`config.mk`:
```
export PLATFORM = sky130hd
export DESIGN_NAME = i2c_bit_engine
export DESIGN_NICKNAME = d
export VERILOG_FILES = /design/src/eeprom_pkg.sv /design/src/i2c_bit_engine.sv
export SDC_FILE = /design/constraint.sdc
export NUM_CORES = 1
export LEC_CHECK = 0
export BUFFER_PORTS_ARGS = -buffer_cell sky130_fd_sc_hd__buf_2
export CAP_MARGIN = 20
export CORE_ASPECT_RATIO = 0.6
export CORE_UTILIZATION = 44
export DETAILED_ROUTE_END_ITERATION = 7
export HOLD_SLACK_MARGIN = 0.06
export PLACE_DENSITY_LB_ADDON = 0.2
export SLEW_MARGIN = 20
export SYNTH_ARGS = -nofsm -noshare
export SYNTH_HDL_FRONTEND = slang
export SYNTH_SLANG_ARGS = --single-unit
```
`constraint.sdc`:
```
create_clock -name CLK -period 2.6 [get_ports CLK]
set_clock_uncertainty 0.15 [all_clocks]
set_input_delay 0.13 -clock CLK [delete_from_list [all_inputs] [get_ports CLK]]
set_output_delay 0.13 -clock CLK [all_outputs]
set_load 0.1 [all_outputs]
```
`src/eeprom_pkg.sv`:
```
`default_nettype none

package eeprom_pkg;

    // 24C16 style part, 2 KB behind an 11 bit address
    typedef logic [10:0] addr_t;
    typedef logic [7:0]  byte_t;
    typedef logic [1:0]  phase_t;   // scl quarter, 0 low .. 2 high
    typedef logic [3:0]  bitcnt_t;  // bits of one byte incl. ack slot

    localparam logic [3:0] DEVICE_CODE = 4'b1010;
    localparam logic       RW_WRITE    = 1'b0;
    localparam logic       RW_READ     = 1'b1;
    localparam logic       MASTER_NACK = 1'b1; // sda level after the last read byte

    localparam int BYTE_BITS          = 9;
    localparam int SCL_QUARTER_CYCLES = 4;  // 16 clk per scl bit
    localparam int QCNT_W             = $clog2(SCL_QUARTER_CYCLES);

    typedef logic [QCNT_W-1:0] qcnt_t;

    typedef enum logic [1:0]
    {
        BUS_START      = 2'd0,
        BUS_STOP       = 2'd1,
        BUS_WRITE_BYTE = 2'd2,
        BUS_READ_BYTE  = 2'd3
    } bus_cmd_t;

    typedef enum logic [3:0]
    {
        S_IDLE,
        S_START,
        S_CTRL_W,
        S_ADDR,
        S_DATA_W,
        S_RESTART,
        S_CTRL_R,
        S_DATA_R,
        S_STOP,
        S_DONE
    } seq_state_t;

endpackage

`default_nettype wire

```
`src/i2c_bit_engine.sv`:
```
`timescale 1ns/1ns
`default_nettype none

module i2c_bit_engine
(
    input  wire                   CLK,
    input  wire                   RESET,
    input  eeprom_pkg::bus_cmd_t  cmd,
    input  wire                   cmd_valid,
    input  eeprom_pkg::byte_t     tx_byte,
    input  wire                   tick,
    input  eeprom_pkg::phase_t    phase,
    output logic                  run,
    output logic                  busy,
    output logic                  done,
    output logic                  slave_ack,
    output eeprom_pkg::byte_t     rx_byte,
    output logic                  scl,
    output logic                  sda_low,
    input  wire                   sda_in
);

    eeprom_pkg::bus_cmd_t cmd_r;
    logic [8:0]           shift_r;    // sda levels out, sampled bits shift in at bit 0
    eeprom_pkg::bitcnt_t  bit_cnt;
    logic                 sda_smp;
    logic                 frame_cmd;
    logic                 last_tick;
    logic                 take_cmd;

    assign take_cmd  = cmd_valid && !busy;
    assign frame_cmd = (cmd_r == eeprom_pkg::BUS_START) || (cmd_r == eeprom_pkg::BUS_STOP);
    assign last_tick = busy && tick && (phase == 2'd0) &&
                       (frame_cmd ||
                        bit_cnt == eeprom_pkg::bitcnt_t'(eeprom_pkg::BYTE_BITS - 1));

    assign run = busy;   // timer runs for the whole command

    always_ff @(posedge CLK)
    begin
        if (RESET)
        begin
            busy    <= 1'b0;
            done    <= 1'b0;
            scl     <= 1'b1;
            sda_low <= 1'b0;
            bit_cnt <= '0;
        end
        else
        begin
            done <= last_tick;
            if (take_cmd)
            begin
                busy    <= 1'b1;
                bit_cnt <= '0;
                case (cmd)
                    eeprom_pkg::BUS_STOP:       sda_low <= 1'b1;  // scl is low here
                    eeprom_pkg::BUS_WRITE_BYTE: sda_low <= ~tx_byte[7];
                    default:                    sda_low <= 1'b0;
                endcase
            end
            else if (busy && tick)
            begin
                case (phase)
                    2'd1: scl <= 1'b1;
                    2'd2:
                    begin
                        // sda edge while scl high
                        if (cmd_r == eeprom_pkg::BUS_START)
                            sda_low <= 1'b1;
                        else if (cmd_r == eeprom_pkg::BUS_STOP)
                            sda_low <= 1'b0;
                    end
                    2'd3:
                    begin
                        if (cmd_r != eeprom_pkg::BUS_STOP)
                            scl <= 1'b0;   // bus stays idle high after stop
                    end
                    default:
                    begin
                        if (last_tick)
                        begin
                            busy <= 1'b0;
                        end
                        else
                        begin
                            bit_cnt <= bit_cnt + 1'b1;
                            sda_low <= ~shift_r[7];  // next msb
                        end
                    end
                endcase
            end
        end
    end

    always_ff @(posedge CLK)
    begin
        if (take_cmd)
        begin
            cmd_r <= cmd;
            if (cmd == eeprom_pkg::BUS_READ_BYTE)
                shift_r <= {8'hff, tx_byte[0]};   // release sda, then master ack
            else
                shift_r <= {tx_byte, 1'b1};       // ninth bit released for slave ack
        end
        else if (busy && tick)
        begin
            if (phase == 2'd2)
                sda_smp <= sda_in;
            if (phase == 2'd0)
            begin
                shift_r <= {shift_r[7:0], sda_smp};
                if (last_tick && !frame_cmd)
                begin
                    rx_byte   <= shift_r[7:0];
                    slave_ack <= ~sda_smp;        // low on the ack bit
                end
            end
        end
    end

    // sequencer must wait for the previous command to finish
    no_cmd_while_busy: assert property (
        @(posedge CLK) disable iff (RESET)
        cmd_valid |-> !busy
    );

endmodule

`default_nettype wire

```
Word level (Yosys, flattened, before mapping) --
Index checks and enable logic that the tools add are counted.
Operators by class: add/subtract/negate cells 1, equality and inequality tests 14, muxes and demuxes 17, bitwise logic cells 6, reductions and logical operators 25
Operator list (count):
- $mux 8 | 4
- $reduce_and 4->1 | 3
- $mux 1 | 10
- $reduce_and 3->1 | 3
- $eq 2x2->1 const B | 4
- $reduce_bool 2->1 | 4
- $eq 2x1->1 const B | 3
- $ne 2x1->1 const B | 3
- $not 1->1 | 6
- $pmux 1 s2 | 3
- $logic_and 1x1->1 | 5
- $add 4x1->4 const B | 1
- $eq 4x4->1 const B | 1
- $logic_not 2->1 | 2
- $ne 4x4->1 const B | 1
- $reduce_or 2->1 | 2
- $ne 3x1->1 const B | 1
- $reduce_or 3->1 | 1
- $logic_not 1->1 | 2
- $logic_or 1x1->1 | 2
- $ne 2x2->1 const B | 1
- $reduce_and 2->1 | 1
Word-level totals: bits in registers 28, bits of input ports 17, output and inout bits 14, logic and storage cells 73

Logic depth before layout (Yosys ltp) --
depth in word-level cells 8, gate-level depth with buffers 6, mapped depth without buffers 6

Worst setup path before layout --
OpenSTA, ideal clock, no wires.
kind reg2reg, start point register busy, end point register rx_byte[0] (enable), library setup time 0.374 ns, data arrival time 1.997 ns, data required time 2.076 ns, slack 0.079 ns, cell stages (with the launch flop) 4, buffers on the path 0, clock period less this slack 2.521 ns, path through dfxtp_1 > nand3b_1 > a211o_1 > nor2_1
On the way: longest elaborated chain between the ends 5, elaborated cells on any way between the ends 8, classes of those cells bitwise: 1; reduce/logical: 7
Ends and longest elaborated chain:
- start: declaration | RTL line i2c_bit_engine.sv:14 | output logic busy,
- start signal: assignment | RTL line i2c_bit_engine.sv:43 | busy <= 1'b0;
- start signal: assignment | RTL line i2c_bit_engine.sv:54 | busy <= 1'b1;
- start signal: assignment | RTL line i2c_bit_engine.sv:83 | busy <= 1'b0;
- $logic_and 1x1->1 | RTL line i2c_bit_engine.sv:33, i2c_bit_engine.sv:106
- $logic_and 1x1->1 (2 in a row) | RTL line i2c_bit_engine.sv:33 | assign last_tick = busy && tick && (phase == 2'd0) &&
- $logic_and 1x1->1 | RTL line i2c_bit_engine.sv:113 | if (last_tick && !frame_cmd)
- $reduce_and 4->1 (no source line) *
- end signal: assignment | RTL line i2c_bit_engine.sv:115 | rx_byte <= shift_r[7:0];
- end: declaration | RTL line i2c_bit_engine.sv:17 | output eeprom_pkg::byte_t rx_byte,
Every way passes the cells marked *; elsewhere a longest branch is shown, timed or not. A chain may end at the register's enable or synchronous reset.

Worst setup path in the final report --
start point register bit_cnt[0], end point register slave_ack (enable)
On the way: longest elaborated chain between the ends 5
Ends and longest elaborated chain:
- start: declaration | RTL line i2c_bit_engine.sv:25 | eeprom_pkg::bitcnt_t bit_cnt;
- start signal: assignment | RTL line i2c_bit_engine.sv:87 | bit_cnt <= bit_cnt + 1'b1;
- $eq 4x4->1 | RTL line i2c_bit_engine.sv:35 | bit_cnt == eeprom_pkg::bitcnt_t'(eeprom_pkg::BYTE_BITS - 1));
- $logic_or 1x1->1 | RTL line i2c_bit_engine.sv:34 | (frame_cmd ||
- $logic_and 1x1->1 | RTL line i2c_bit_engine.sv:33
- $logic_and 1x1->1 | RTL line i2c_bit_engine.sv:113
- $reduce_and 4->1 (no source line)
- end signal: assignment | RTL line i2c_bit_engine.sv:116 | slave_ack <= ~sda_smp;
- end: declaration | RTL line i2c_bit_engine.sv:16 | output logic slave_ack,
No other way between the ends.

==> flow_summary.yaml <==
die:
  rows: 14
  core_mm2: 0.00259
  die_width_um: 70.5
  dieHeight_um: 43.1
  initial_core_util_pct: 47.8
  dieArea_mm2: 0.00304
  ioPinCount: 31
clock_tree:
  cts_sinks: 28
  post_cts_resized: 0
  cts_tree: "yes"
  htreeDepth: 1
  root_buffer: "clkbuf_8"
  numCtsBuffers: 3
  clk_pin_slew_ns: 0.09
  clkLatencyLatePin_ns: 0.26
  clockBufferDepth: 2
setup_path:
  r2r_cells: 6
  criticalPathCategory: "register to register"
  path_cells: "inv_1 -> ha_1 -> nand3b_1 -> a211o_1 -> nor2_1 -> buf_4"
  setup.worst_path.start_class: "register"
  worstPathRequired_ns: 2.43
  slowest_delay_ns: 0.36
  cp.arrival_ns: 1.65
  cp_slowest_cell: "a211o_1"
  endpoint_kind: "register"
  worst-path-max-fanout: 9
timing:
  fin_crit_sh_pct: 70.1
  worst_slack_ns: 0.776
  hold_violations: 0
  worst_pin_slew_ns: 0.665
  fmax_mhz: 548
  min_period_ns: 1.82
  slew_violations: 0
  setup-tns-final_ns: 0
  finalSetupViolCount: 0
  rsz0062_at_grt: "no"
  relSlewSlack_pct: 55.7
synth:
  ys_warn_count: 0
  ys_ff_latch: 28
  synth_nets: 133
  synth_edf_count: 20
  synth_cell_types: 29
  synth.top_cell.area_share_pct: 48.4
  syn_area_mm2: 0.00124
  synthArstFlopShare_pct: 0
  seq_area_frac_synth_pct: 61.4
  synth_area_leader_cell: "edfxtp_1"
  syn_inst: 111
  synth.most_common_cell: "edfxtp_1"
  synth_commonest_cells: "edfxtp_1 (20), nor2_1 (16), o21ai_0 (10)"
  synth_area_leaders: "edfxtp_1 (48%), dfxtp_1 (13%), ha_1 (5.0%)"
  avgSynthCellArea_um2: 11.2
  synth_ff_type: "edfxtp_1"
run_status:
  status: "complete, but fails checks"
  violations: "DRC"
cells_and_area:
  syn_to_final_growth_pct: 23.8
  design_area_mm2: 0.00154
  n_antenna_cell: 0
  layout.nets: 172
  final_cells: 181
  final_layout_size_suffix_gt1_share_pct: 24.2
routing:
  drtIter0Drc: 96
  avgRoutedWirePerCell_um: 13.7
  first_pass_iters: 6
  drt-total-wl_um: 2470
  vias: 909
  drc: 4
  antenna_left: 0
  via_per_inst: 5.02
place:
  placed_area_mm2: 0.00141
  gp_congestion: 0.831
  dp_cells: 169
  port_buffers: 30
  dp_slack_ns: 0.799
  hpwl_um: 1720
run:
  drv_cap: 0
grt:
  gr-total-overflow: 0
  grt_pass1_vias: 852
  grt_max_degree: 22
  antenna_found_initial: 0
  grt_pass1_wl_um: 4050
  track_usage_pct: 18.0
pwr:
  leakagePower_nw: 0.648
  peakVddDrop_mv: 0.308
  p_per_area_mw_per_mm2: 561
worst_hold_path:
  hp-class: "primary input to register"
  whs_path_depth: 4
==> cell usage in the layout (no fill, tap or decap), types with 3 or more instances in the layout <==
master and count:
ha_1 5, a21oi_1 3, dfxtp_1 8, edfxtp_1 20, inv_1 9, clkbuf_8 3, o21ai_0 10, nor2_1 16
dlygate4sd3_1 8, nand2_1 8, buf_2 30
==> routing by layer <==
layer	wire length, um	vias up	global-route usage, %
li1	-	453	-
met1	1140	410	24.0
met2	1100	42	27.8
met3	190	4	5.94
met4	34	0	6.40
met5	0	-	0
==> metrics by stage <==
step	utilization (%)	total power (W)	hold WS, ns
6_report	59.2	0.000862	0.0660
4_1_cts	59.2	0.000867	0.0602
3_3_place_gp	54.4	0.000625	0.160
2_1_floorplan	-	0.000598	0.0491
5_1_grt	59.2	0.000899	0.0809
3_5_place_dp	54.4	0.000628	0.171
==> area by class of cell <==
type                       count  area, um^2
timing repair buffer          40         245
sequential                    28         761
inverter                       9        33.8
tap                           32        40.0
multi-input combinational     68         410
fill                         214        1060
clock buffer                   4        45.0
==> critical path: cells and delay by family, from the launching register on <==
family / cells / cell delay (ns)
adders and majority gates: 1 / 0.18
AOI/OAI and AO/OA: 1 / 0.36
DFF: 1 / 0.33
and+or+nand+nor: 2 / 0.24
buffers and inverters: 2 / 0.27
==> worst paths after layout <==
| check | slack, ns | endpoint | from |
|---|---|---|---|
| worst min-delay path | 0.07 | sda_low | tx_byte[7] |
| worst max-delay path | 0.78 | slave_ack | bit_cnt[0] |
| worst min register to register | 0.31 | rx_byte[6] | shift_r[6] |
| worst max register to register | 0.78 | slave_ack | bit_cnt[0] |
==> cells by family (layout without fill, tap and decap cells) <==
family / after synthesis / in the layout / synth area share (%)
flip-flops: 28 / 28 / 61.4
XOR/XNOR: 4 / 4 / 2.83
adder cells (fa/ha/maj): 5 / 5 / 5.05
AO/OA/AOI/OAI: 16 / 16 / 6.76
AND/OR/NAND/NOR: 41 / 41 / 16.9
buffers and inverters: 15 / 53 / 5.55
multiplexers: 2 / 2 / 1.61
==> flip-flops by register name, indices dropped and copies added, names as in the netlist <==
name	count
cmd_r	2
done	1
rx_byte	8
busy	1
shift_r	8
scl	1
sda_smp	1
sda_low	1
bit_cnt	4
slave_ack	1
==> where the power goes <==
group	total (W)	leakage, nW	internal, W	switching [W]
clock	0.000232	0.0228	0.000110	0.000123
combinational	0.000115	0.375	0.0000381	0.0000772
sequential	0.000514	0.251	0.000502	0.0000126
==> what timing repair did <==
action | 4_1_cts | 5_1_grt
hold buffers | 8 | 0
hold endpoints to repair | 10 | 0
setup buffers | 0 | 0
No activity file was read; power rests on OpenSTA's default activity.
