<file path="src/eeprom_pkg.sv">
`default_nettype none

package eeprom_pkg;

    // 24C16 style part, 2 KB behind an 11 bit address
    typedef logic [10:0] addr_t;
    typedef logic [7:0]  byte_t;
    typedef logic [1:0]  phase_t;   // scl quarter, 0 low .. 2 high
    typedef logic [3:0]  bitcnt_t;  // bits of one byte incl. ack slot

    localparam logic [3:0] DEVICE_CODE = 4'b1010;
    localparam logic       RW_WRITE    = 1'b0;
    localparam logic       RW_READ     = 1'b1;
    localparam logic       MASTER_NACK = 1'b1; // sda level after the last read byte

    localparam int BYTE_BITS          = 9;
    localparam int SCL_QUARTER_CYCLES = 4;  // 16 clk per scl bit
    localparam int QCNT_W             = $clog2(SCL_QUARTER_CYCLES);

    typedef logic [QCNT_W-1:0] qcnt_t;

    typedef enum logic [1:0]
    {
        BUS_START      = 2'd0,
        BUS_STOP       = 2'd1,
        BUS_WRITE_BYTE = 2'd2,
        BUS_READ_BYTE  = 2'd3
    } bus_cmd_t;

    typedef enum logic [3:0]
    {
        S_IDLE,
        S_START,
        S_CTRL_W,
        S_ADDR,
        S_DATA_W,
        S_RESTART,
        S_CTRL_R,
        S_DATA_R,
        S_STOP,
        S_DONE
    } seq_state_t;

endpackage

`default_nettype wire

</file>
<file path="src/eeprom_sequencer.sv">
`timescale 1ns/1ns
`default_nettype none

module eeprom_sequencer
(
    input  wire                   CLK,
    input  wire                   RESET,
    input  wire                   wr,
    input  wire                   rd,
    input  eeprom_pkg::addr_t     addr,
    input  eeprom_pkg::byte_t     wdata,
    output eeprom_pkg::bus_cmd_t  cmd,
    output logic                  cmd_valid,
    output eeprom_pkg::byte_t     tx_byte,
    input  wire                   busy,
    input  wire                   done,
    input  wire                   slave_ack,
    input  eeprom_pkg::byte_t     rx_byte,
    output eeprom_pkg::byte_t     rdata,
    output logic                  ack,
    output logic                  nack
);

    eeprom_pkg::seq_state_t state;
    eeprom_pkg::seq_state_t state_next;
    eeprom_pkg::bus_cmd_t   cmd_next;
    eeprom_pkg::byte_t      tx_next;
    eeprom_pkg::addr_t      addr_r;
    eeprom_pkg::byte_t      wdata_r;
    logic                   is_read;
    logic                   req_take;
    logic                   sent_byte;
    logic                   issue;

    assign req_take  = (state == eeprom_pkg::S_IDLE) && (wr || rd) && !busy;
    assign sent_byte = (state == eeprom_pkg::S_CTRL_W) || (state == eeprom_pkg::S_ADDR) ||
                       (state == eeprom_pkg::S_DATA_W) || (state == eeprom_pkg::S_CTRL_R);

    always_comb
    begin
        state_next = state;
        case (state)
            eeprom_pkg::S_IDLE:
                if (req_take) state_next = eeprom_pkg::S_START;
            eeprom_pkg::S_START:
                if (done) state_next = eeprom_pkg::S_CTRL_W;
            eeprom_pkg::S_CTRL_W:
                if (done) state_next = slave_ack ? eeprom_pkg::S_ADDR : eeprom_pkg::S_STOP;
            eeprom_pkg::S_ADDR:
            begin
                if (done && !slave_ack)
                    state_next = eeprom_pkg::S_STOP;
                else if (done)
                    state_next = is_read ? eeprom_pkg::S_RESTART : eeprom_pkg::S_DATA_W;
            end
            eeprom_pkg::S_DATA_W:
                if (done) state_next = eeprom_pkg::S_STOP;
            eeprom_pkg::S_RESTART:
                if (done) state_next = eeprom_pkg::S_CTRL_R;
            eeprom_pkg::S_CTRL_R:
                if (done) state_next = slave_ack ? eeprom_pkg::S_DATA_R : eeprom_pkg::S_STOP;
            eeprom_pkg::S_DATA_R:
                if (done) state_next = eeprom_pkg::S_STOP;
            eeprom_pkg::S_STOP:
                if (done) state_next = eeprom_pkg::S_DONE;
            default:
                state_next = eeprom_pkg::S_IDLE;
        endcase
    end

    // each bus state starts its command on entry
    assign issue = (state_next != state) &&
                   (state_next != eeprom_pkg::S_IDLE) && (state_next != eeprom_pkg::S_DONE);

    always_comb
    begin
        cmd_next = eeprom_pkg::BUS_WRITE_BYTE;
        tx_next  = '0;
        case (state_next)
            eeprom_pkg::S_START,
            eeprom_pkg::S_RESTART: cmd_next = eeprom_pkg::BUS_START;
            eeprom_pkg::S_STOP:    cmd_next = eeprom_pkg::BUS_STOP;
            eeprom_pkg::S_CTRL_W:
                tx_next = {eeprom_pkg::DEVICE_CODE, addr_r[10:8], eeprom_pkg::RW_WRITE};
            eeprom_pkg::S_ADDR:    tx_next = addr_r[7:0];
            eeprom_pkg::S_DATA_W:  tx_next = wdata_r;
            eeprom_pkg::S_CTRL_R:
                tx_next = {eeprom_pkg::DEVICE_CODE, addr_r[10:8], eeprom_pkg::RW_READ};
            eeprom_pkg::S_DATA_R:
            begin
                cmd_next = eeprom_pkg::BUS_READ_BYTE;
                tx_next  = {7'd0, eeprom_pkg::MASTER_NACK};  // single byte read
            end
            default:               tx_next = '0;
        endcase
    end

    always_ff @(posedge CLK)
    begin
        if (RESET)
        begin
            state     <= eeprom_pkg::S_IDLE;
            cmd_valid <= 1'b0;
            ack       <= 1'b0;
            nack      <= 1'b0;
            is_read   <= 1'b0;
        end
        else
        begin
            state     <= state_next;
            cmd_valid <= issue;
            ack       <= (state == eeprom_pkg::S_STOP) && done;
            if (req_take)
            begin
                is_read <= !wr;    // write wins when both are raised
                nack    <= 1'b0;
            end
            else if (done && sent_byte && !slave_ack)
            begin
                nack <= 1'b1;
            end
        end
    end

    always_ff @(posedge CLK)
    begin
        if (req_take)
        begin
            addr_r  <= addr;
            wdata_r <= wdata;
        end
        if (issue)
        begin
            cmd     <= cmd_next;
            tx_byte <= tx_next;
        end
        if (done && state == eeprom_pkg::S_DATA_R)
            rdata <= rx_byte;
    end

    ack_single_cycle: assert property (
        @(posedge CLK) disable iff (RESET)
        ack |=> !ack
    );

endmodule

`default_nettype wire

</file>
<file path="config.mk">
export PLATFORM = sky130hd
export DESIGN_NAME = eeprom_sequencer
export DESIGN_NICKNAME = d
export VERILOG_FILES = /design/src/eeprom_pkg.sv /design/src/eeprom_sequencer.sv
export SDC_FILE = /design/constraint.sdc
export NUM_CORES = 1
export LEC_CHECK = 0
export ABC_AREA = 1
export CAP_MARGIN = 20
export CORE_MARGIN = 2
export CORE_UTILIZATION = 55
export CTS_CLUSTER_DIAMETER = 60
export CTS_CLUSTER_SIZE = 28
export DETAILED_ROUTE_END_ITERATION = 12
export DONT_BUFFER_PORTS = 1
export PLACE_DENSITY = 0.73
export SYNTH_ARGS = -nofsm -noshare
export SYNTH_HDL_FRONTEND = slang
export SYNTH_SLANG_ARGS = --single-unit
</file>
<file path="constraint.sdc">
create_clock -name CLK -period 1.7 [get_ports CLK]
set_input_delay 0.085 -clock CLK [delete_from_list [all_inputs] [get_ports CLK]]
set_output_delay 0.085 -clock CLK [all_outputs]
set_load 0.01 [all_outputs]
</file>
# After elaboration in Yosys (flattened, before gate mapping)
# Cells that the tools add are included.
dict set report word_totals {
  in_bits 34
  out_inout_bits 21
  reg_bits 45
  elab_cells 64
}
dict set report classes {
  n_mux 15
  n_reduce_logical 21
  eq_ne 18
}
# operator count
set op_table {}
lappend op_table {{$mux W4} 11}
lappend op_table {{$pmux W8 S5} 1}
lappend op_table {{$eq A4 B3 Y1 const B} 8}
lappend op_table {{$pmux W4 S8} 1}
lappend op_table {{$eq A4 B2 Y1 const B} 4}
lappend op_table {{$logic_and A1 B1 Y1} 9}
lappend op_table {{$eq A4 B1 Y1 const B} 2}
lappend op_table {{$eq A4 B4 Y1 const B} 2}
lappend op_table {{$pmux W2 S3} 1}
lappend op_table {{$reduce_or A2 Y1} 3}
lappend op_table {{$logic_not A4 Y1} 1}
lappend op_table {{$logic_or A1 B1 Y1} 4}
lappend op_table {{$ne A4 B4 Y1} 1}
lappend op_table {{$ne A4 B4 Y1 const B} 1}
lappend op_table {{$reduce_bool A4 Y1} 1}
lappend op_table {{$logic_not A1 Y1} 3}
lappend op_table {{$mux W1} 1}

# Depth between registers and ports, before layout
dict set report logic_depth {
  depth_word 8
  mapped_depth 14
  mapped_depth_nobuf 12
}

# Least setup slack after synthesis
# No wires, ideal clock.
dict set report synth_timing {
  path_type {register to register}
  from {register state[1]}
  to {register cmd[0], enable pin}
  slack_ns -0.073
  path_stages_with_launch 15
  setup_ns 0.334
  n_path_buf 2
  period_less_slack_ns 1.773
  t_required_ns 1.366
  arrival_time_ns 1.439
  cell_sequence {dfxtp_1 buf_4 inv_1 nor2_2 nand2_2 nand2_1 nand2_1 nand2_1 inv_2 buf_6 nand3_1 nor2_1 nor2_1 nand2_1 inv_1}
}
dict set report synth_between {
  elab_chain_cells 8
  word_cells_on_any_way 27
  cone_classes {eq/ne: 10; mux: 10; reduce/logical: 7}
}
# item line
set synth_lines {}
lappend synth_lines {{start, declared} eeprom_sequencer.sv:24} ;# eeprom_pkg::seq_state_t state;
lappend synth_lines {{start signal, assigned} eeprom_sequencer.sv:102} ;# state <= eeprom_pkg::S_IDLE;
lappend synth_lines {{start signal, assigned} eeprom_sequencer.sv:110} ;# state <= state_next;
lappend synth_lines {{$logic_not A4 Y1} {eeprom_sequencer.sv:35, eeprom_sequencer.sv:42}}
lappend synth_lines {{$logic_and A1 B1 Y1 (2 in series)} eeprom_sequencer.sv:35} ;# assign req_take = (state == eeprom_pkg::S_IDLE) && (wr || rd) && !busy;
lappend synth_lines {{$mux W4} eeprom_sequencer.sv:44} ;# if (req_take) state_next = eeprom_pkg::S_START;
lappend synth_lines {{$pmux W4 S8} eeprom_sequencer.sv:42} ;# case (state)
lappend synth_lines {{$ne A4 B4 Y1 or $reduce_bool A4 Y1 (tied branches)} {eeprom_sequencer.sv:72, eeprom_sequencer.sv:73}}
lappend synth_lines {{$logic_and A1 B1 Y1} eeprom_sequencer.sv:72} ;# assign issue = (state_next != state) &&
lappend synth_lines {{$logic_and A1 B1 Y1 *} eeprom_sequencer.sv:73} ;# (state_next != eeprom_pkg::S_IDLE) && (state_next != eeprom_pkg::S_DONE);
lappend synth_lines {{net issue} eeprom_sequencer.sv:33} ;# logic issue;
lappend synth_lines {{end signal, assigned} eeprom_sequencer.sv:134} ;# cmd <= cmd_next;
lappend synth_lines {{end, declared} eeprom_sequencer.sv:12} ;# output eeprom_pkg::bus_cmd_t cmd,
# The timed path passes the listed nets; every way through them passes the cells marked *.
# A chain may end at the register's enable or synchronous reset.

# Final worst setup path
dict set report layout_timing {
  from {register state[0]}
  to {register tx_byte[4], enable pin}
}
dict set report layout_between {
  elab_chain_cells 8
  word_cells_on_any_way 27
  cone_classes {eq/ne: 10; mux: 10; reduce/logical: 7}
}
# item line
set layout_lines {}
lappend layout_lines {{$logic_not A4 Y1} {eeprom_sequencer.sv:35, eeprom_sequencer.sv:42}}
lappend layout_lines {{$logic_and A1 B1 Y1 (2 in series)} eeprom_sequencer.sv:35}
lappend layout_lines {{$mux W4} eeprom_sequencer.sv:44}
lappend layout_lines {{$pmux W4 S8} eeprom_sequencer.sv:42}
lappend layout_lines {{$ne A4 B4 Y1 or $reduce_bool A4 Y1 (tied branches)} {eeprom_sequencer.sv:72, eeprom_sequencer.sv:73}}
lappend layout_lines {{$logic_and A1 B1 Y1} eeprom_sequencer.sv:72}
lappend layout_lines {{$logic_and A1 B1 Y1 *} eeprom_sequencer.sv:73}
lappend layout_lines {{end signal, assigned} eeprom_sequencer.sv:135} ;# tx_byte <= tx_next;
lappend layout_lines {{end, declared} eeprom_sequencer.sv:14} ;# output eeprom_pkg::byte_t tx_byte,
# Every way passes the cells marked *; elsewhere a longest branch is shown, timed or not.

==> results.md <==
Timing:
- For this run, the top clock speed supported by timing is between 500 and 600 MHz.
- The final worst clock skew is about 0.015 ns.
- Setup repair after global routing could not meet its margin everywhere.
- The number of max-slew violations in the final report is 0.
- The final setup slack of the worst path is -0.05414 ns.
- For the pin with the worst max-slew slack, the measured transition is 0.3301 ns.
- The shortest clock period the worst path allows after layout is 1.754 ns.
- The worst relative slew slack is 77.92%.
- The number of hold violations in the final report is 0.
- The count of endpoints failing setup in the final report is 10.
- Dividing the final minimum period by the clock period gives 103.2%.

Detailed routing:
- The post-detailed-route DRC marker count is 0.
- The first detailed-routing pass ran for 4 iterations.
- After the first detailed-routing iteration, the DRC count stood at 92.
- The number of vias per cell after detailed routing is roughly 5.6.
- The average detailed-routed wire length per instance is 15.48 µm.
- The number of vias in the routed layout is 1589.
- For this block, the routed nets add up to roughly 4.4 mm of wire.
- Once detail routing completed, the nets flagged for antenna violations numbered 0.

Clock tree:
- The tree is rooted in a clkbuf_4.
- Clock tree synthesis inserted a total of 5 buffers.
- The H-tree was split into 2 levels.
- The clock-pin slew on the worst setup and hold paths is roughly 0.13 ns.
- The longest clock path from root to sink contains 2 buffers.
- The clock sink count is 45.
- The clock latency on the worst-skew pair is 0.36 ns.
- TritonCTS built the clock tree.

Floorplanning:
- The starting density of the core is 58.29%.
- The core box area is 3390 µm².
- The number of core rows is 21.
- The die outline height is ~64 µm.
- The die is 63.94 µm wide.
- In this run the count of I/O pins placed on the die edge is 55.
- The floorplan step defined a die boundary enclosing 4088 µm².

Synth:
- The number of register bits inferred by synthesis is 45.
- The number of warning messages in the yosys log is 0.
- The number of cells produced by synthesis is 189.
- The distinct cell type count of the synthesized netlist is 20.
- The register area share after synthesis is 64.34%.
- The summed instance area of the synthesized netlist is between 1500 and 2000 µm².
- Counting every net in the synthesized netlist gives between 200 and 250.
- Each instance of the synthesized netlist takes up on average ~10 µm².

Outcome:
- The final reports fail on negative setup slack.
- The flow ran to the end, but the final reports show violations.

Place:
- The cell count after placement is 240.
- Port buffering added 0 buffers.
- The final weighted congestion in routability-driven placement is between 0.9 and 1.
- Once detailed placement completed, the half-perimeter wirelength came to roughly 2.7 mm.

Worst setup path:
- The kind of end point of the critical path is a flip-flop.
- The worst setup path is launched from a flip-flop.
- The required time reported for the critical path endpoint is 1.79 ns.
- By startpoint and endpoint, the worst setup path is classified as reg2reg.
- Data arrives at the worst endpoint at about 1.9 ns.
- The maximum fanout along the worst path is 5.

Min path:
- The kind of path behind the tightest hold check is in2reg.

Power:
- Summing internal, switching and leakage power gives between 0.002 and 0.0025 W.
- IR analysis of the VDD net gives a maximum drop of between 0.0006 and 0.0007 V.
- The power per standard cell area is 947.0 nW/µm².
- The leakage power summed over all cells is 1.064 nW.

Finish:
- The share of final-layout standard cells stronger than drive strength 1 is 30.25%.
- The number of cells in the finished layout apart from fillers is ~280.
- The synthesis-to-finish area growth is 33.06%.
- The number of fill cells in the layout is roughly 200.
- The area of all sequential standard cells is 1286 µm².
- The number of antenna cells inserted is 0.
- The combined area of the multi-input logic cells is roughly 700 µm².
- For this run, the post-layout net count is 271.

Global routing:
- The total overflow reported by the global router is 0.
- The wire length of the first global-routing pass is 6.762 mm.
- The number of global-route vias before repair is 1544.
- Global routing consumed, over all layers together, 21.82% of the routing resources.
- The pin count of the biggest net entering global routing is 15.
- The number of antenna violations at the first check in global routing is 0.

Run:
- Max-cap violations in this run came to 0.
-- per-layer routing --
metal / part of all wire [%] / track usage [%]
met1: 36 / 25.12
met2: 52 / 39.19
met3: 8.8 / 4.401
met4: 4.0 / 9.239
met5: 0 / 0
-- path summary, 6_finish.rpt --
kind              cells past startpoint  slack, ns              endpoint                 start
hold / removal                        4       0.06   state[1]$_SDFF_PP0_             slave_ack
setup reg to reg                     10      -0.05  tx_byte[4]$_DFFE_PP_   state[0]$_SDFF_PP0_
setup / recovery                     10      -0.05  tx_byte[4]$_DFFE_PP_   state[0]$_SDFF_PP0_
hold reg to reg                       2       0.52  is_read$_SDFFE_PP0P_  is_read$_SDFFE_PP0P_
-- timing repair --
| item | in CTS | in global routing |
|---|---|---|
| gates resized for setup | 13 | 31 |
| hold buffers | 31 | 0 |
| buffers inserted | 1 | 3 |
| pin swaps | 5 | 21 |
| cloned | 1 | 0 |
| endpoints found under the hold margin | 35 | 0 |
| setup endpoints to repair | 19 | 19 |
-- placed cells by master (no fill, tap or decap), types with 4 or more instances in the layout --
cell type      instances
nand4_1                8
nand3_1               17
dfxtp_4                4
nand3_2                8
dlygate4sd3_1         31
clkbuf_4               5
inv_1                 11
inv_2                  6
edfxtp_1              37
buf_4                 11
nor2_1                18
nor2_4                 8
nand2_1               31
dfxtp_1                4
nand2_2               16
-- stage by stage --
| step | utilization [%] | hold slack, ns | setup slack, ns | setup TNS (ns) | cell area (µm²) |
|---|---|---|---|---|---|
| after detailed placement | 60.98 | 0.1607 | -0.08470 | -0.9690 | 2067 |
| after global placement | 60.98 | 0.1595 | -0.05719 | -0.5710 | 2067 |
| final | 77.56 | 0.05964 | -0.05414 | -0.4452 | 2629 |
| after floorplan | - | 0.1839 | 0.02051 | 0 | 1976 |
| after CTS | 74.01 | 0.04528 | 0.00009681 | 0 | 2509 |
| after global routing | 77.56 | 0.08613 | -0.1620 | -2.355 | 2629 |
-- power breakdown --
part | leakage (nW) | total (W) | switching [W] | internal (W)
sequential | 0.415 | 0.00140 | 0.0000760 | 0.00132
combinational | 0.606 | 0.000447 | 0.000264 | 0.000183
clock | 0.0424 | 0.000645 | 0.000332 | 0.000313
-- cell type report --
cell class / count / share of cell area, %
sequential: 45 / 48.93
multi-input combinational: 119 / 26.04
timing repair buffer: 45 / 16.37
inverter: 20 / 3.141
tap: 46 / 2.189
clock buffer: 6 / 1.571
clock inverter: 2 / 1.475
timing repair inverter: 1 / 0.2856
-- Yosys cell counts --
library cell / count / area, µm²
a21oi_1: 4 / 20.02
nand3_1: 23 / 115.1
nor2_2: 3 / 18.77
nand3_2: 2 / 20.02
dfxtp_1: 8 / 160.2
nand2_1: 43 / 161.4
inv_1: 14 / 52.55
a211oi_1: 1 / 7.510
buf_1: 1 / 3.750
inv_2: 6 / 22.52
nand2_2: 5 / 31.28
nor2_1: 21 / 78.83
buf_4: 2 / 15.01
nor2_8: 1 / 20.02
nor2_4: 4 / 45.04
nand4_1: 8 / 50.05
edfxtp_1: 37 / 1111
buf_6: 2 / 22.52
o21ai_1: 3 / 15.01
nor3_1: 1 / 5.000
-- worst max-delay path, cell delays in order, from the launching register on --
cell	delay, ns
dfxtp_4	0.38
buf_6	0.13
nor2_4	0.13
nand4_1	0.18
nand2_2	0.13
nor2_4	0.05
nand2_2	0.09
nand2_1	0.06
nand3_1	0.09
nand2_2	0.11
clkinvlp_4	0.14
-- cell families after synthesis --
group | Yosys count | share of synthesized area [%]
buffers and inverters | 25 | 5.889
and+or+nand+nor | 111 | 27.61
DFF | 45 | 64.34
AOI/OAI and AO/OA | 8 | 2.153
-- flip-flops by register name, indices dropped and copies added (netlist names) --
register / count
nack: 1
ack: 1
rdata: 8
addr_r: 11
cmd_valid: 1
cmd: 2
is_read: 1
wdata_r: 8
state: 4
tx_byte: 8
Power figures use the tool's default switching activity.
