### config.mk
export PLATFORM = sky130hd
export DESIGN_NAME = scl_timer
export DESIGN_NICKNAME = d
export VERILOG_FILES = /design/src/eeprom_pkg.sv /design/src/scl_timer.sv
export SDC_FILE = /design/constraint.sdc
export NUM_CORES = 1
export LEC_CHECK = 0
export ABC_AREA = 1
export ABC_CLOCK_PERIOD_IN_PS = 2500
export BUFFER_PORTS_ARGS = -buffer_cell sky130_fd_sc_hd__buf_2
export CAP_MARGIN = 20
export CORE_AREA = 8 8 45 47
export CTS_CLUSTER_DIAMETER = 80
export CTS_CLUSTER_SIZE = 24
export DETAILED_ROUTE_END_ITERATION = 8
export DIE_AREA = 0 0 53 55
export PLACE_DENSITY = 0.31
export SLEW_MARGIN = 40
export SYNTH_ARGS = -nofsm -noshare
export SYNTH_HDL_FRONTEND = slang
export SYNTH_SLANG_ARGS = --single-unit
### constraint.sdc
create_clock -name CLK -period 2.5 [get_ports CLK]
set_input_delay 0.125 -clock CLK [delete_from_list [all_inputs] [get_ports CLK]]
set_output_delay 0.125 -clock CLK [all_outputs]
set_load 0.05 [all_outputs]
### src/eeprom_pkg.sv
`default_nettype none

package eeprom_pkg;

    // 24C16 style part, 2 KB behind an 11 bit address
    typedef logic [10:0] addr_t;
    typedef logic [7:0]  byte_t;
    typedef logic [1:0]  phase_t;   // scl quarter, 0 low .. 2 high
    typedef logic [3:0]  bitcnt_t;  // bits of one byte incl. ack slot

    localparam logic [3:0] DEVICE_CODE = 4'b1010;
    localparam logic       RW_WRITE    = 1'b0;
    localparam logic       RW_READ     = 1'b1;
    localparam logic       MASTER_NACK = 1'b1; // sda level after the last read byte

    localparam int BYTE_BITS          = 9;
    localparam int SCL_QUARTER_CYCLES = 4;  // 16 clk per scl bit
    localparam int QCNT_W             = $clog2(SCL_QUARTER_CYCLES);

    typedef logic [QCNT_W-1:0] qcnt_t;

    typedef enum logic [1:0]
    {
        BUS_START      = 2'd0,
        BUS_STOP       = 2'd1,
        BUS_WRITE_BYTE = 2'd2,
        BUS_READ_BYTE  = 2'd3
    } bus_cmd_t;

    typedef enum logic [3:0]
    {
        S_IDLE,
        S_START,
        S_CTRL_W,
        S_ADDR,
        S_DATA_W,
        S_RESTART,
        S_CTRL_R,
        S_DATA_R,
        S_STOP,
        S_DONE
    } seq_state_t;

endpackage

`default_nettype wire

### src/scl_timer.sv
`timescale 1ns/1ns
`default_nettype none

module scl_timer
(
    input  wire                 CLK,
    input  wire                 RESET,
    input  wire                 run,
    output logic                tick,
    output eeprom_pkg::phase_t  phase
);

    eeprom_pkg::qcnt_t cyc_cnt;     // clk cycles inside the current quarter
    logic              cyc_wrap;

    assign cyc_wrap = (cyc_cnt == eeprom_pkg::qcnt_t'(eeprom_pkg::SCL_QUARTER_CYCLES - 1));

    always_ff @(posedge CLK)
    begin
        if (RESET)
        begin
            cyc_cnt <= '0;
            tick    <= 1'b0;
            phase   <= '0;
        end
        else if (!run)
        begin
            // parked between commands, next run starts in quarter 0
            cyc_cnt <= '0;
            tick    <= 1'b0;
            phase   <= '0;
        end
        else
        begin
            tick <= cyc_wrap;
            if (cyc_wrap)
            begin
                cyc_cnt <= '0;
                phase   <= phase + 2'd1;   // quarter being entered
            end
            else
            begin
                cyc_cnt <= cyc_cnt + 1'b1;
            end
        end
    end

    // engine acts on phase only together with tick
    phase_moves_on_tick: assert property (
        @(posedge CLK) disable iff (RESET)
        !$stable(phase) |-> tick
    );

endmodule

`default_nettype wire

### After elaboration in Yosys (flattened, before gate mapping)

Cells that the tools add are included.

| storage, ports and cells | value |
|---|---|
| output and inout bits | 3 |
| register bits | 5 |

| operators by class | value |
|---|---|
| equality and inequality tests | 1 |
| bitwise operators | 1 |
| reduce and logical (&&, ||, !) cells | 2 |
| add/subtract/negate cells | 2 |

Operator list:

| operator | count |
|---|---|
| $add A2 B1 Y2 const B | 2 |
| $reduce_or A3 Y1 | 1 |
| $eq A2 B2 Y1 const B | 1 |
| $reduce_or A2 Y1 | 1 |
| $not A1 Y1 | 1 |

### Longest topological paths before layout

Gate-level depths: netlist (run 1).

| logic depth | value |
|---|---|
| depth after elaboration | 2 |
| depth in mapped cells | 4 |
| gate-level depth less buffers | 4 |

### Least setup slack after synthesis (run 1)

Ideal clock, no wire load.

| timing path | value |
|---|---|
| kind | reg-to-reg |
| from | register phase[0] |
| to | register phase[1] |
| library setup time | 0.117 ns |
| cell stages (with the launch flop) | 4 |
| arrival | 0.887 ns |
| path slack | 1.497 ns |
| buffers on the path | 0 |
| path through | dfxtp_1 > nand3_1 > nand2_1 > nor2_1 |

| between the ends | value |
|---|---|
| longest elaborated chain between the ends | 1 |

Ends and longest elaborated chain:

| element | line | source |
|---|---|---|
| start, declared | scl_timer.sv:10 | `output eeprom_pkg::phase_t phase` |
| start signal, assigned | scl_timer.sv:39 | `phase <= phase + 2'd1;` |
| $add A2 B1 Y2 | scl_timer.sv:39 |  |

No other way between the ends.
A chain may end at the register's enable or synchronous reset.

### Final worst setup path (run 1)

| timing path | value |
|---|---|
| from | register phase[0] |
| to | output port phase[0] |

No word-level cell between the ends.

==> results of run 1 <==
[logic make-up after synthesis]
kind of cell	after synthesis	synth area share (%)
buffers and inverters	4	7.64
and+or+nand+nor	12	26.1
adders and majority gates	2	12.7
DFF	5	51.0
AOI/OAI and AO/OA	1	2.55
[power by group through the flow]
stage,logic (mW),clock network (mW),registers [mW]
3_3_place_gp,0.00837,0,0.0842
6_report,0.00841,0.0899,0.0830
5_1_grt,0.00975,0.100,0.0830
4_1_cts,0.00855,0.0958,0.0829
3_5_place_dp,0.00848,0,0.0844
2_1_floorplan,0.00505,0,0.0846
[metal layers]
| layer | wire length (µm) | track usage, % | part of all wire [%] |
|---|---|---|---|
| met5 | 0 | 0 | 0 |
| met4 | 0 | 2.59 | 0 |
| met3 | 44 | 4.01 | 12 |
| met2 | 136 | 4.30 | 37 |
| met1 | 188 | 2.74 | 51 |
[flip-flops by register name, summed over array words and instances, names as in the netlist]
register	flops
tick	1
cyc_cnt	2
phase	2
[cell usage in the layout, fill, tap and decap left out]
| cell | count |
|---|---|
| nor2_1 | 4 |
| nor2_2 | 1 |
| inv_1 | 4 |
| nand2_1 | 4 |
| nor3_1 | 2 |
| clkbuf_1 | 1 |
| clkbuf_4 | 3 |
| nand3_1 | 1 |
| a21oi_1 | 1 |
| ha_1 | 2 |
| buf_2 | 5 |
| dfxtp_1 | 5 |
[path summary, 6_finish.rpt]
check                   from    endpoint  depth (start not counted)
hold / removal         RESET    phase[0]                          4
setup / recovery    phase[0]    phase[0]                          1
hold reg to reg   cyc_cnt[0]  cyc_cnt[0]                          1
setup reg to reg  cyc_cnt[0]  cyc_cnt[1]                          3
[layout make-up]
type,instances,share of cell area (%)
Tap cell,16,7.48
Inverter,4,5.61
Timing Repair Buffer,5,9.35
Sequential cell,5,37.4
Clock buffer,4,9.81
Multi-Input combinational cell,15,30.4
[through the flow]
stage	cells	hold WS (ns)	area, µm²	worst slack [ns]	utilization [%]
final	49	0.144	268	1.47	19.3
after global routing	49	0.156	268	1.42	19.3
after CTS	49	0.136	268	1.46	19.3
after detailed placement	45	0.394	241	1.63	17.5
after global placement	45	0.386	241	1.65	17.5
after floorplan	24	0.268	196	1.50	-
[synth_stat cells, drive strengths merged]
| cell | number | area [µm²] |
|---|---|---|
| nand3 | 1 | 5.00 |
| ha | 2 | 25.0 |
| a21oi | 1 | 5.00 |
| inv | 4 | 15.0 |
| nor3 | 2 | 10.0 |
| nor2 | 5 | 21.3 |
| nand2 | 4 | 15.0 |
| dfxtp | 5 | 100 |
==> out/results.tsv, run 1 <==
stage	metric	value	unit
outcome	outcome	completed	
critical_path	startpoint class of the critical path	flop	
final_layout	Fillers	155	
final_layout	Register Area	100	µm²
place	I/O Buffers	5	
power	switching share of power	19.7	%
power	Logic pwr share	4.6	%
route	initial DRC count	1	
floorplanning	full die area	2920	µm²
timing	crit share post-route	41.0	%
cts	post-CTS sizing	0	
yosys	Mapped Nets	29	
critical_path	delay-heaviest family, CP	flip-flops	
cts	clock tree buffer depth	2	
floorplanning	Cell Rows	14	
critical_path	CP arrival	0.90	ns
power	internal power	0.145	mW
timing	Tmin final	1.03	ns
timing	Final Max Slew Viols	0	
route	vias per cell	3.43	
floorplanning	die height	55	µm
cts	CTS root buf	clkbuf_4	
global_routing	global route overflow	0	
cts	Post-CTS Setup Bufs	0	
timing	Sum Neg Setup Slack	0	ns
cts	TritonCTS clock tree	yes	
critical_path	Crit Path Class	flop to output port	
route	DR vias	168	
final_layout	multi-input logic area	81.3	µm²
place	gpl congestion	0.623	
final_layout	Antenna Diode Count	0	
floorplanning	Starting Density	14.2	%
global_routing	initial antenna violation count	0	
yosys	Cell variety after synth	9	
route	# DRC	0	
cts	CTS H-tree lvls	1	
timing	RSZ-0062 raised after global routing	no	
yosys	mapped cell area	196	µm²
cts	CTS buffer count	3	
power	Switch Pwr	0.0358	mW
yosys	synthesized flop and latch total	5	
power	Leakage	0.130	nW
global_routing	largest net degree at the start of global routing	6	
yosys	Post-Syn Instances	24	
critical_path	slowest stage delay, CP	0.37	ns
power	Total Power	0.181	mW
route	Final ANT Viol Nets	0	
critical_path	Buf/Inv on CP	1	
run	max-cap viol count	0	
yosys	Synth warnings	0	
final_layout	Layout Nets	39	
critical_path	flop2flop setup slack	1.64	ns
timing	Final Hold Fails	0	
global_routing	first-pass GRT wire length	634	µm
timing	Max-slew headroom	83.0	%
timing	Max Clock Freq	0.976	GHz
route	First-pass DRT Iterations	2	
critical_path	critical path peak fanout	5	
place	DPL Wire Length	300	µm
route	WL final	369	µm
cts	Clock Sinks	5	
final_layout	share of cells above drive strength 1	27.3	%
cts	Post-CTS Hold Fix Bufs	0	
power	part of the power in registers	45.8	%
power	clock group share of total power	49.6	%
global_routing	number of global-route vias before repair	163	
cts	Worst-path clk slew	0.04	ns
critical_path	Setup crit end kind	output port	
route	WL/cell	7.53	µm
timing	Slew @ Worst Pin	0.256	ns
power	pwr/cell area	677	nW/µm²
final_layout	P&R area growth vs syn	36.3	%
power	peak supply drop	0.000268	V
timing	# setup viols final	0	
floorplanning	die width	53	µm
timing	Worst Clk Skew	0.00530	ns
critical_path	slowest CP cell	dfxtp_1	
hold_path	min-delay worst type	input pin to flop	
yosys	Mean Syn Cell Area	8.18	µm²
critical_path	Worst Path Required	2.38	ns
floorplanning	# IOs	6	
global_routing	All-Layer GR Usage	3.34	%
cts	Clk Latency, worst-skew pair	0.24	ns
floorplanning	core area	1380	µm²
critical_path	critical-path cell list	buf_2	
yosys	Seq/Total Area, Yosys	51.0	%
Power figures use the tool's default switching activity.
==> run 2: changes to the inputs <==
Settings changed: ABC_CLOCK_PERIOD_IN_PS 2500 to 980.
Clock period 2.5 ns to 0.98 ns, I/O delays scaled along.
==> out/results.tsv, run 2 (same netlist as run 1, synthesis figures left out) <==
stage	metric	value	unit	change
hold_path	Hold EP	phase[0]		
cts	Worst-path clk slew	0.04	ns	about the same
hold_path	Hold Path Origin	RESET		
route	WL final	347	µm	-6.0%
final_layout	Finished Cell Area	269	µm²	+0.47%
final_layout	Largest regs	cyc_cnt x2, phase x2, tick x1		
place	I/O Buffers	5		unchanged
global_routing	global route overflow	0		unchanged
cts	Post-CTS Hold Fix Bufs	0		unchanged
critical_path	Worst Path Required	0.93	ns	-1.45 ns
hold_path	min-delay worst type	input pin to flop		
critical_path	delay-heaviest family, CP	flip-flops		
power	peak supply drop	0.000839	V	+210%
hold_path	hold depth	4		unchanged
cts	Clock Sinks	5		unchanged
critical_path	R2R Path Start	cyc_cnt[0]		
cts	Post-CTS Setup Bufs	0		unchanged
timing	Worst Clk Skew	0.00283	ns	-0.00247 ns
timing	Final Hold Fails	0		unchanged
power	Total Power	0.465	mW	+160%
place	gpl congestion	0.618		-0.88%
critical_path	startpoint class of the critical path	flop		
timing	Sum Neg Setup Slack	0	ns	unchanged
floorplanning	core area	1380	µm²	unchanged
final_layout	share of cells above drive strength 1	30.3	%	+3.0 points
floorplanning	die width	53	µm	unchanged
timing	# setup viols final	0		unchanged
global_routing	first-pass GRT wire length	614	µm	-3.2%
floorplanning	die height	55	µm	unchanged
critical_path	slowest stage delay, CP	0.34	ns	-0.03 ns
cts	clock tree buffer depth	2		unchanged
critical_path	critical-path cell list	buf_2		
critical_path	worst-case reg-to-reg path depth	4		+1
critical_path	Setup crit end kind	output port		
critical_path	Crit Path Class	flop to output port		
floorplanning	full die area	2920	µm²	unchanged
route	Final ANT Viol Nets	0		unchanged
critical_path	slowest CP cell	dfxtp_2		
final_layout	commonest cells after routing, fill and taps aside	5 x buf_2, 4 x inv_1, 4 x nand2_1, 4 x nor2_1, 4 x dfxtp_1		
final_layout	Layout Nets	39		unchanged
final_layout	Antenna Diode Count	0		unchanged
cts	post-CTS sizing	0		unchanged
timing	Max Clock Freq	1.11	GHz	
route	DR vias	161		-4.2%
route	vias per cell	3.29		-4.2%
critical_path	Buf/Inv on CP	1		unchanged
cts	TritonCTS clock tree	yes		
global_routing	largest net degree at the start of global routing	6		unchanged
place	Place WS	0.109	ns	-1.52 ns
critical_path	critical path peak fanout	5		unchanged
run	max-cap viol count	0		unchanged
timing	hold_ws	0.0612	ns	-0.0832 ns
critical_path	CP arrival	0.85	ns	-0.05 ns
timing	Slew @ Worst Pin	0.255	ns	-0.000891 ns
global_routing	initial antenna violation count	0		unchanged
cts	CTS buffer count	3		unchanged
critical_path	flop2flop setup slack	0.10	ns	-1.54 ns
place	Cell Area, Placed	243	µm²	+0.52%
cts	Clk Latency, worst-skew pair	0.23	ns	about the same
route	initial DRC count	0		-1
floorplanning	Cell Rows	14		unchanged
floorplanning	Starting Density	14.2	%	unchanged
floorplanning	# IOs	6		unchanged
cts	CTS H-tree lvls	1		unchanged
global_routing	All-Layer GR Usage	3.06	%	-0.28 points
timing	Tmin final	0.899	ns	
timing	Worst Slack Setup Final	0.0813	ns	-1.39 ns
global_routing	number of global-route vias before repair	171		+4.9%
timing	crit share post-route	91.7	%	
timing	Final Max Slew Viols	0		unchanged
cts	CTS root buf	clkbuf_4		
route	WL/cell	7.08	µm	-6.0%
route	# DRC	0		unchanged
final_layout	P&R area growth vs syn	36.9	%	
power	pwr/cell area	1730	nW/µm²	+160%
critical_path	Worst R2R End	phase[1]		
power	Leakage	0.130	nW	+0.40%
outcome	outcome	completed		
route	First-pass DRT Iterations	1		-1
final_layout	most common cell after layout, fill and taps aside	buf_2		
timing	RSZ-0062 raised after global routing	no		
timing	Max-slew headroom	83.1	%	about the same
final_layout	Fillers	153		-1.3%
run 2: cell counts in the layout (fill, tap and decap cells not counted):
No cell type changed its count.
run 2: worst max path at each step:
stage / start / endpoint / slack (ns) / depth (start not counted)
after floorplan: phase[1] / phase[1] / 0.01 / 3
after global placement: cyc_cnt[0] / phase[1] / 0.12 / 3
after detailed placement: cyc_cnt[0] / phase[1] / 0.11 / 4
after CTS: phase[1] / phase[1] / 0.07 / 1
after global routing: phase[1] / phase[1] / 0.04 / 1
final: phase[0] / phase[0] / 0.08 / 1
run 2: power breakdown:
group          switching [mW]  internal (mW)  leakage (nW)
combinational          0.0121        0.00907        0.0740
sequential            0.00326          0.208        0.0411
clock                  0.0780          0.154        0.0150
total                  0.0934          0.371         0.130
run 2: through the flow:
stage | cells | utilization [%]
after floorplan | 24 | -
after global placement | 45 | 17.5
after detailed placement | 45 | 17.5
after CTS | 49 | 19.4
after global routing | 49 | 19.4
final | 49 | 19.4
run 2: metal layers:
layer  vias to the layer above  part of all wire, %  GRT usage (%)
met5                         -                    0              0
met4                         0                    0           1.29
met3                         0                   17           4.01
met2                         6                   37           4.49
met1                        64                   45           2.28
li1                         91                    -              -
run 2: cell type report:
cell class	instances	area [µm²]	area share (%)
inverters	4	15.0	5.58
repair buffers	5	25.0	9.30
multi-input cells	15	81.3	30.2
well taps	16	20.0	7.44
clock buffers	4	26.3	9.77
flip-flops and latches	5	101	37.7
==> run 3: changes to the inputs <==
Settings changed: ABC_AREA 1 to default, PLACE_DENSITY 0.31 to 0.32.
==> out/results.tsv, run 3 <==
stage	metric	value	unit	change
yosys	Post-Syn Instances	17		-29%
final_layout	final cell count without fillers	42		-14%
timing	Max Clock Freq	1.10	GHz	-1.4%
critical_path	slowest stage delay, CP	0.35	ns	about the same
yosys	synthesized flop and latch total	5		unchanged
floorplanning	die width	53	µm	unchanged
cts	clock tree buffer depth	2		unchanged
yosys	area share of the largest cell type after synthesis	49.4	%	-1.6 points
yosys	Synth warnings	0		unchanged
route	Final ANT Viol Nets	0		unchanged
place	I/O Buffers	5		unchanged
cts	TritonCTS clock tree	yes		
route	DR vias	152		-5.6%
route	initial DRC count	0		unchanged
global_routing	All-Layer GR Usage	3.50	%	+0.44 points
yosys	EDFF count, synth	0		unchanged
global_routing	number of global-route vias before repair	150		-12%
outcome	outcome	completed		
yosys	Mean Syn Cell Area	11.9	µm²	+46%
yosys	post-synthesis async set-or-reset flop share	0	%	unchanged
yosys	mapped cell area	203	µm²	+3.2%
cts	post-CTS sizing	0		unchanged
global_routing	largest net degree at the start of global routing	6		unchanged
floorplanning	Cell Rows	14		unchanged
critical_path	delay-heaviest family, CP	flip-flops		
global_routing	first-pass GRT wire length	634	µm	+3.3%
route	# DRC	0		unchanged
power	Switch Pwr	0.0919	mW	-1.6%
critical_path	critical path peak fanout	4		-1
place	DPL Wire Length	280	µm	
route	First-pass DRT Iterations	1		unchanged
timing	# setup viols final	0		unchanged
yosys	Mapped Nets	22		-24%
power	part of the power in registers	45.5	%	about the same
timing	Max-slew headroom	83.3	%	+0.21 points
yosys	Seq/Total Area, Yosys	49.4	%	-1.6 points
critical_path	Crit Path Class	flop to output port		
critical_path	critical-path cell list	buf_2		
hold_path	min-delay worst type	input pin to flop		
critical_path	Worst Path Required	0.93	ns	about the same
floorplanning	full die area	2920	µm²	unchanged
timing	Tmin final	0.911	ns	+0.0125 ns
cts	CTS root buf	clkbuf_4		
floorplanning	die height	55	µm	unchanged
floorplanning	# IOs	6		unchanged
final_layout	Antenna Diode Count	0		unchanged
timing	Final Hold Fails	0		unchanged
critical_path	Buf/Inv on CP	1		unchanged
yosys	ys flop type	dfxtp_1		
cts	CTS buffer count	3		unchanged
timing	Sum Neg Setup Slack	0	ns	unchanged
yosys	dominant cells by area after synthesis	dfxtp_1 49%, ha_1 12%, nand2b_4 6.8%		
place	Place WS	0.0520	ns	-0.0566 ns
timing	Slew @ Worst Pin	0.252	ns	-0.00317 ns
power	Leakage	0.120	nW	-7.7%
final_layout	Layout Nets	32		-18%
run	max-cap viol count	0		unchanged
yosys	post-synth top area cell	dfxtp_1		
place	gpl congestion	0.615		-0.50%
power	internal power	0.373	mW	+0.60%
route	WL final	377	µm	+8.6%
timing	Worst Clk Skew	0.00190	ns	-0.000934 ns
global_routing	global route overflow	0		unchanged
timing	crit share post-route	93.0	%	+1.3 points
floorplanning	core area	1380	µm²	unchanged
cts	Clock Sinks	5		unchanged
yosys	Cell variety after synth	11		+2
global_routing	initial antenna violation count	0		unchanged
timing	RSZ-0062 raised after global routing	no		
yosys	Synth top cells by count	5 x dfxtp_1, 2 x ha_1, 2 x nor2_1		
critical_path	slowest CP cell	dfxtp_2		
place	Inst Count DP	38		-16%
final_layout	share of cells above drive strength 1	53.8	%	+24 points
final_layout	Fillers	158		+3.3%
cts	Post-CTS Setup Bufs	0		unchanged
timing	Worst Slack Setup Final	0.0687	ns	-0.0125 ns
critical_path	Setup crit end kind	output port		
cts	Post-CTS Hold Fix Bufs	0		unchanged
cts	Worst-path clk slew	0.04	ns	about the same
final_layout	most common cell after layout, fill and taps aside	buf_2		
power	clock group share of total power	50.0	%	about the same
power	Logic pwr share	4.4	%	-0.2 points
floorplanning	Starting Density	14.6	%	+0.45 points
power	switching share of power	19.8	%	-0.36 points
power	peak supply drop	0.000551	V	-34%
final_layout	commonest cells after routing, fill and taps aside	5 x buf_2, 3 x clkbuf_4, 3 x dfxtp_1		
route	WL/cell	8.98	µm	+27%
critical_path	startpoint class of the critical path	flop		
timing	hold_ws	0.0854	ns	+0.0242 ns
cts	Clk Latency, worst-skew pair	0.24	ns	about the same
timing	Final Max Slew Viols	0		unchanged
final_layout	P&R area growth vs syn	37.7	%	
final_layout	Largest regs	cyc_cnt x2, phase x2, tick x1		
route	vias per cell	3.62		+10%
yosys	top-count cell post-synth	dfxtp_1		
cts	CTS H-tree lvls	1		unchanged
power	pwr/cell area	1670	nW/µm²	-3.4%
critical_path	CP arrival	0.86	ns	about the same
==> run 3: layer usage <==
metal | share of wire (%) | global-route usage (%) | vias to the layer above
met3 | 14 | 5.08 | 0
met1 | 33 | 2.29 | 72
met2 | 52 | 5.27 | 5
met4 | 0 | 1.29 | 0
li1 | - | - | 75
met5 | 0 | 0 | -
==> run 3: cells by family after synthesis <==
logic type,synth area share [%]
simple gates,22.8
flops,49.4
compound gates,9.26
fa+ha+maj,12.3
xor+xnor,4.32
buf+inv,1.85
==> run 3: worst paths after layout <==
| path | from | to | slack [ns] | depth (start not counted) |
|---|---|---|---|---|
| min | run | phase[1] | 0.09 | 3 |
| max reg2reg | cyc_cnt[0] | phase[1] | 0.08 | 3 |
| max | phase[0] | phase[0] | 0.07 | 1 |
| min reg2reg | cyc_cnt[0] | cyc_cnt[0] | 0.48 | 1 |
==> run 3: power by group through the flow <==
stage,Clock [mW],Combinational (mW),Sequential [mW]
2_1_floorplan,0,0.0123,0.216
3_3_place_gp,0,0.0201,0.215
3_5_place_dp,0,0.0205,0.215
4_1_cts,0.247,0.0207,0.211
5_1_grt,0.255,0.0233,0.212
6_report,0.233,0.0206,0.212
==> run 3: final cells by class <==
class	count	area, µm²	area share, %
multi-input cells	11	101	36.3
repair buffers	5	25.0	8.97
inverters	1	3.75	1.35
clock buffers	4	26.3	9.42
well taps	16	20.0	7.17
flip-flops and latches	5	103	36.8
==> run 3: metrics by stage <==
step	cell area [µm²]	power (mW)	util, %
2_1_floorplan	205	0.228	-
3_3_place_gp	250	0.235	18.1
3_5_place_dp	250	0.235	18.1
4_1_cts	277	0.479	20.0
5_1_grt	279	0.491	20.2
6_report	279	0.465	20.2
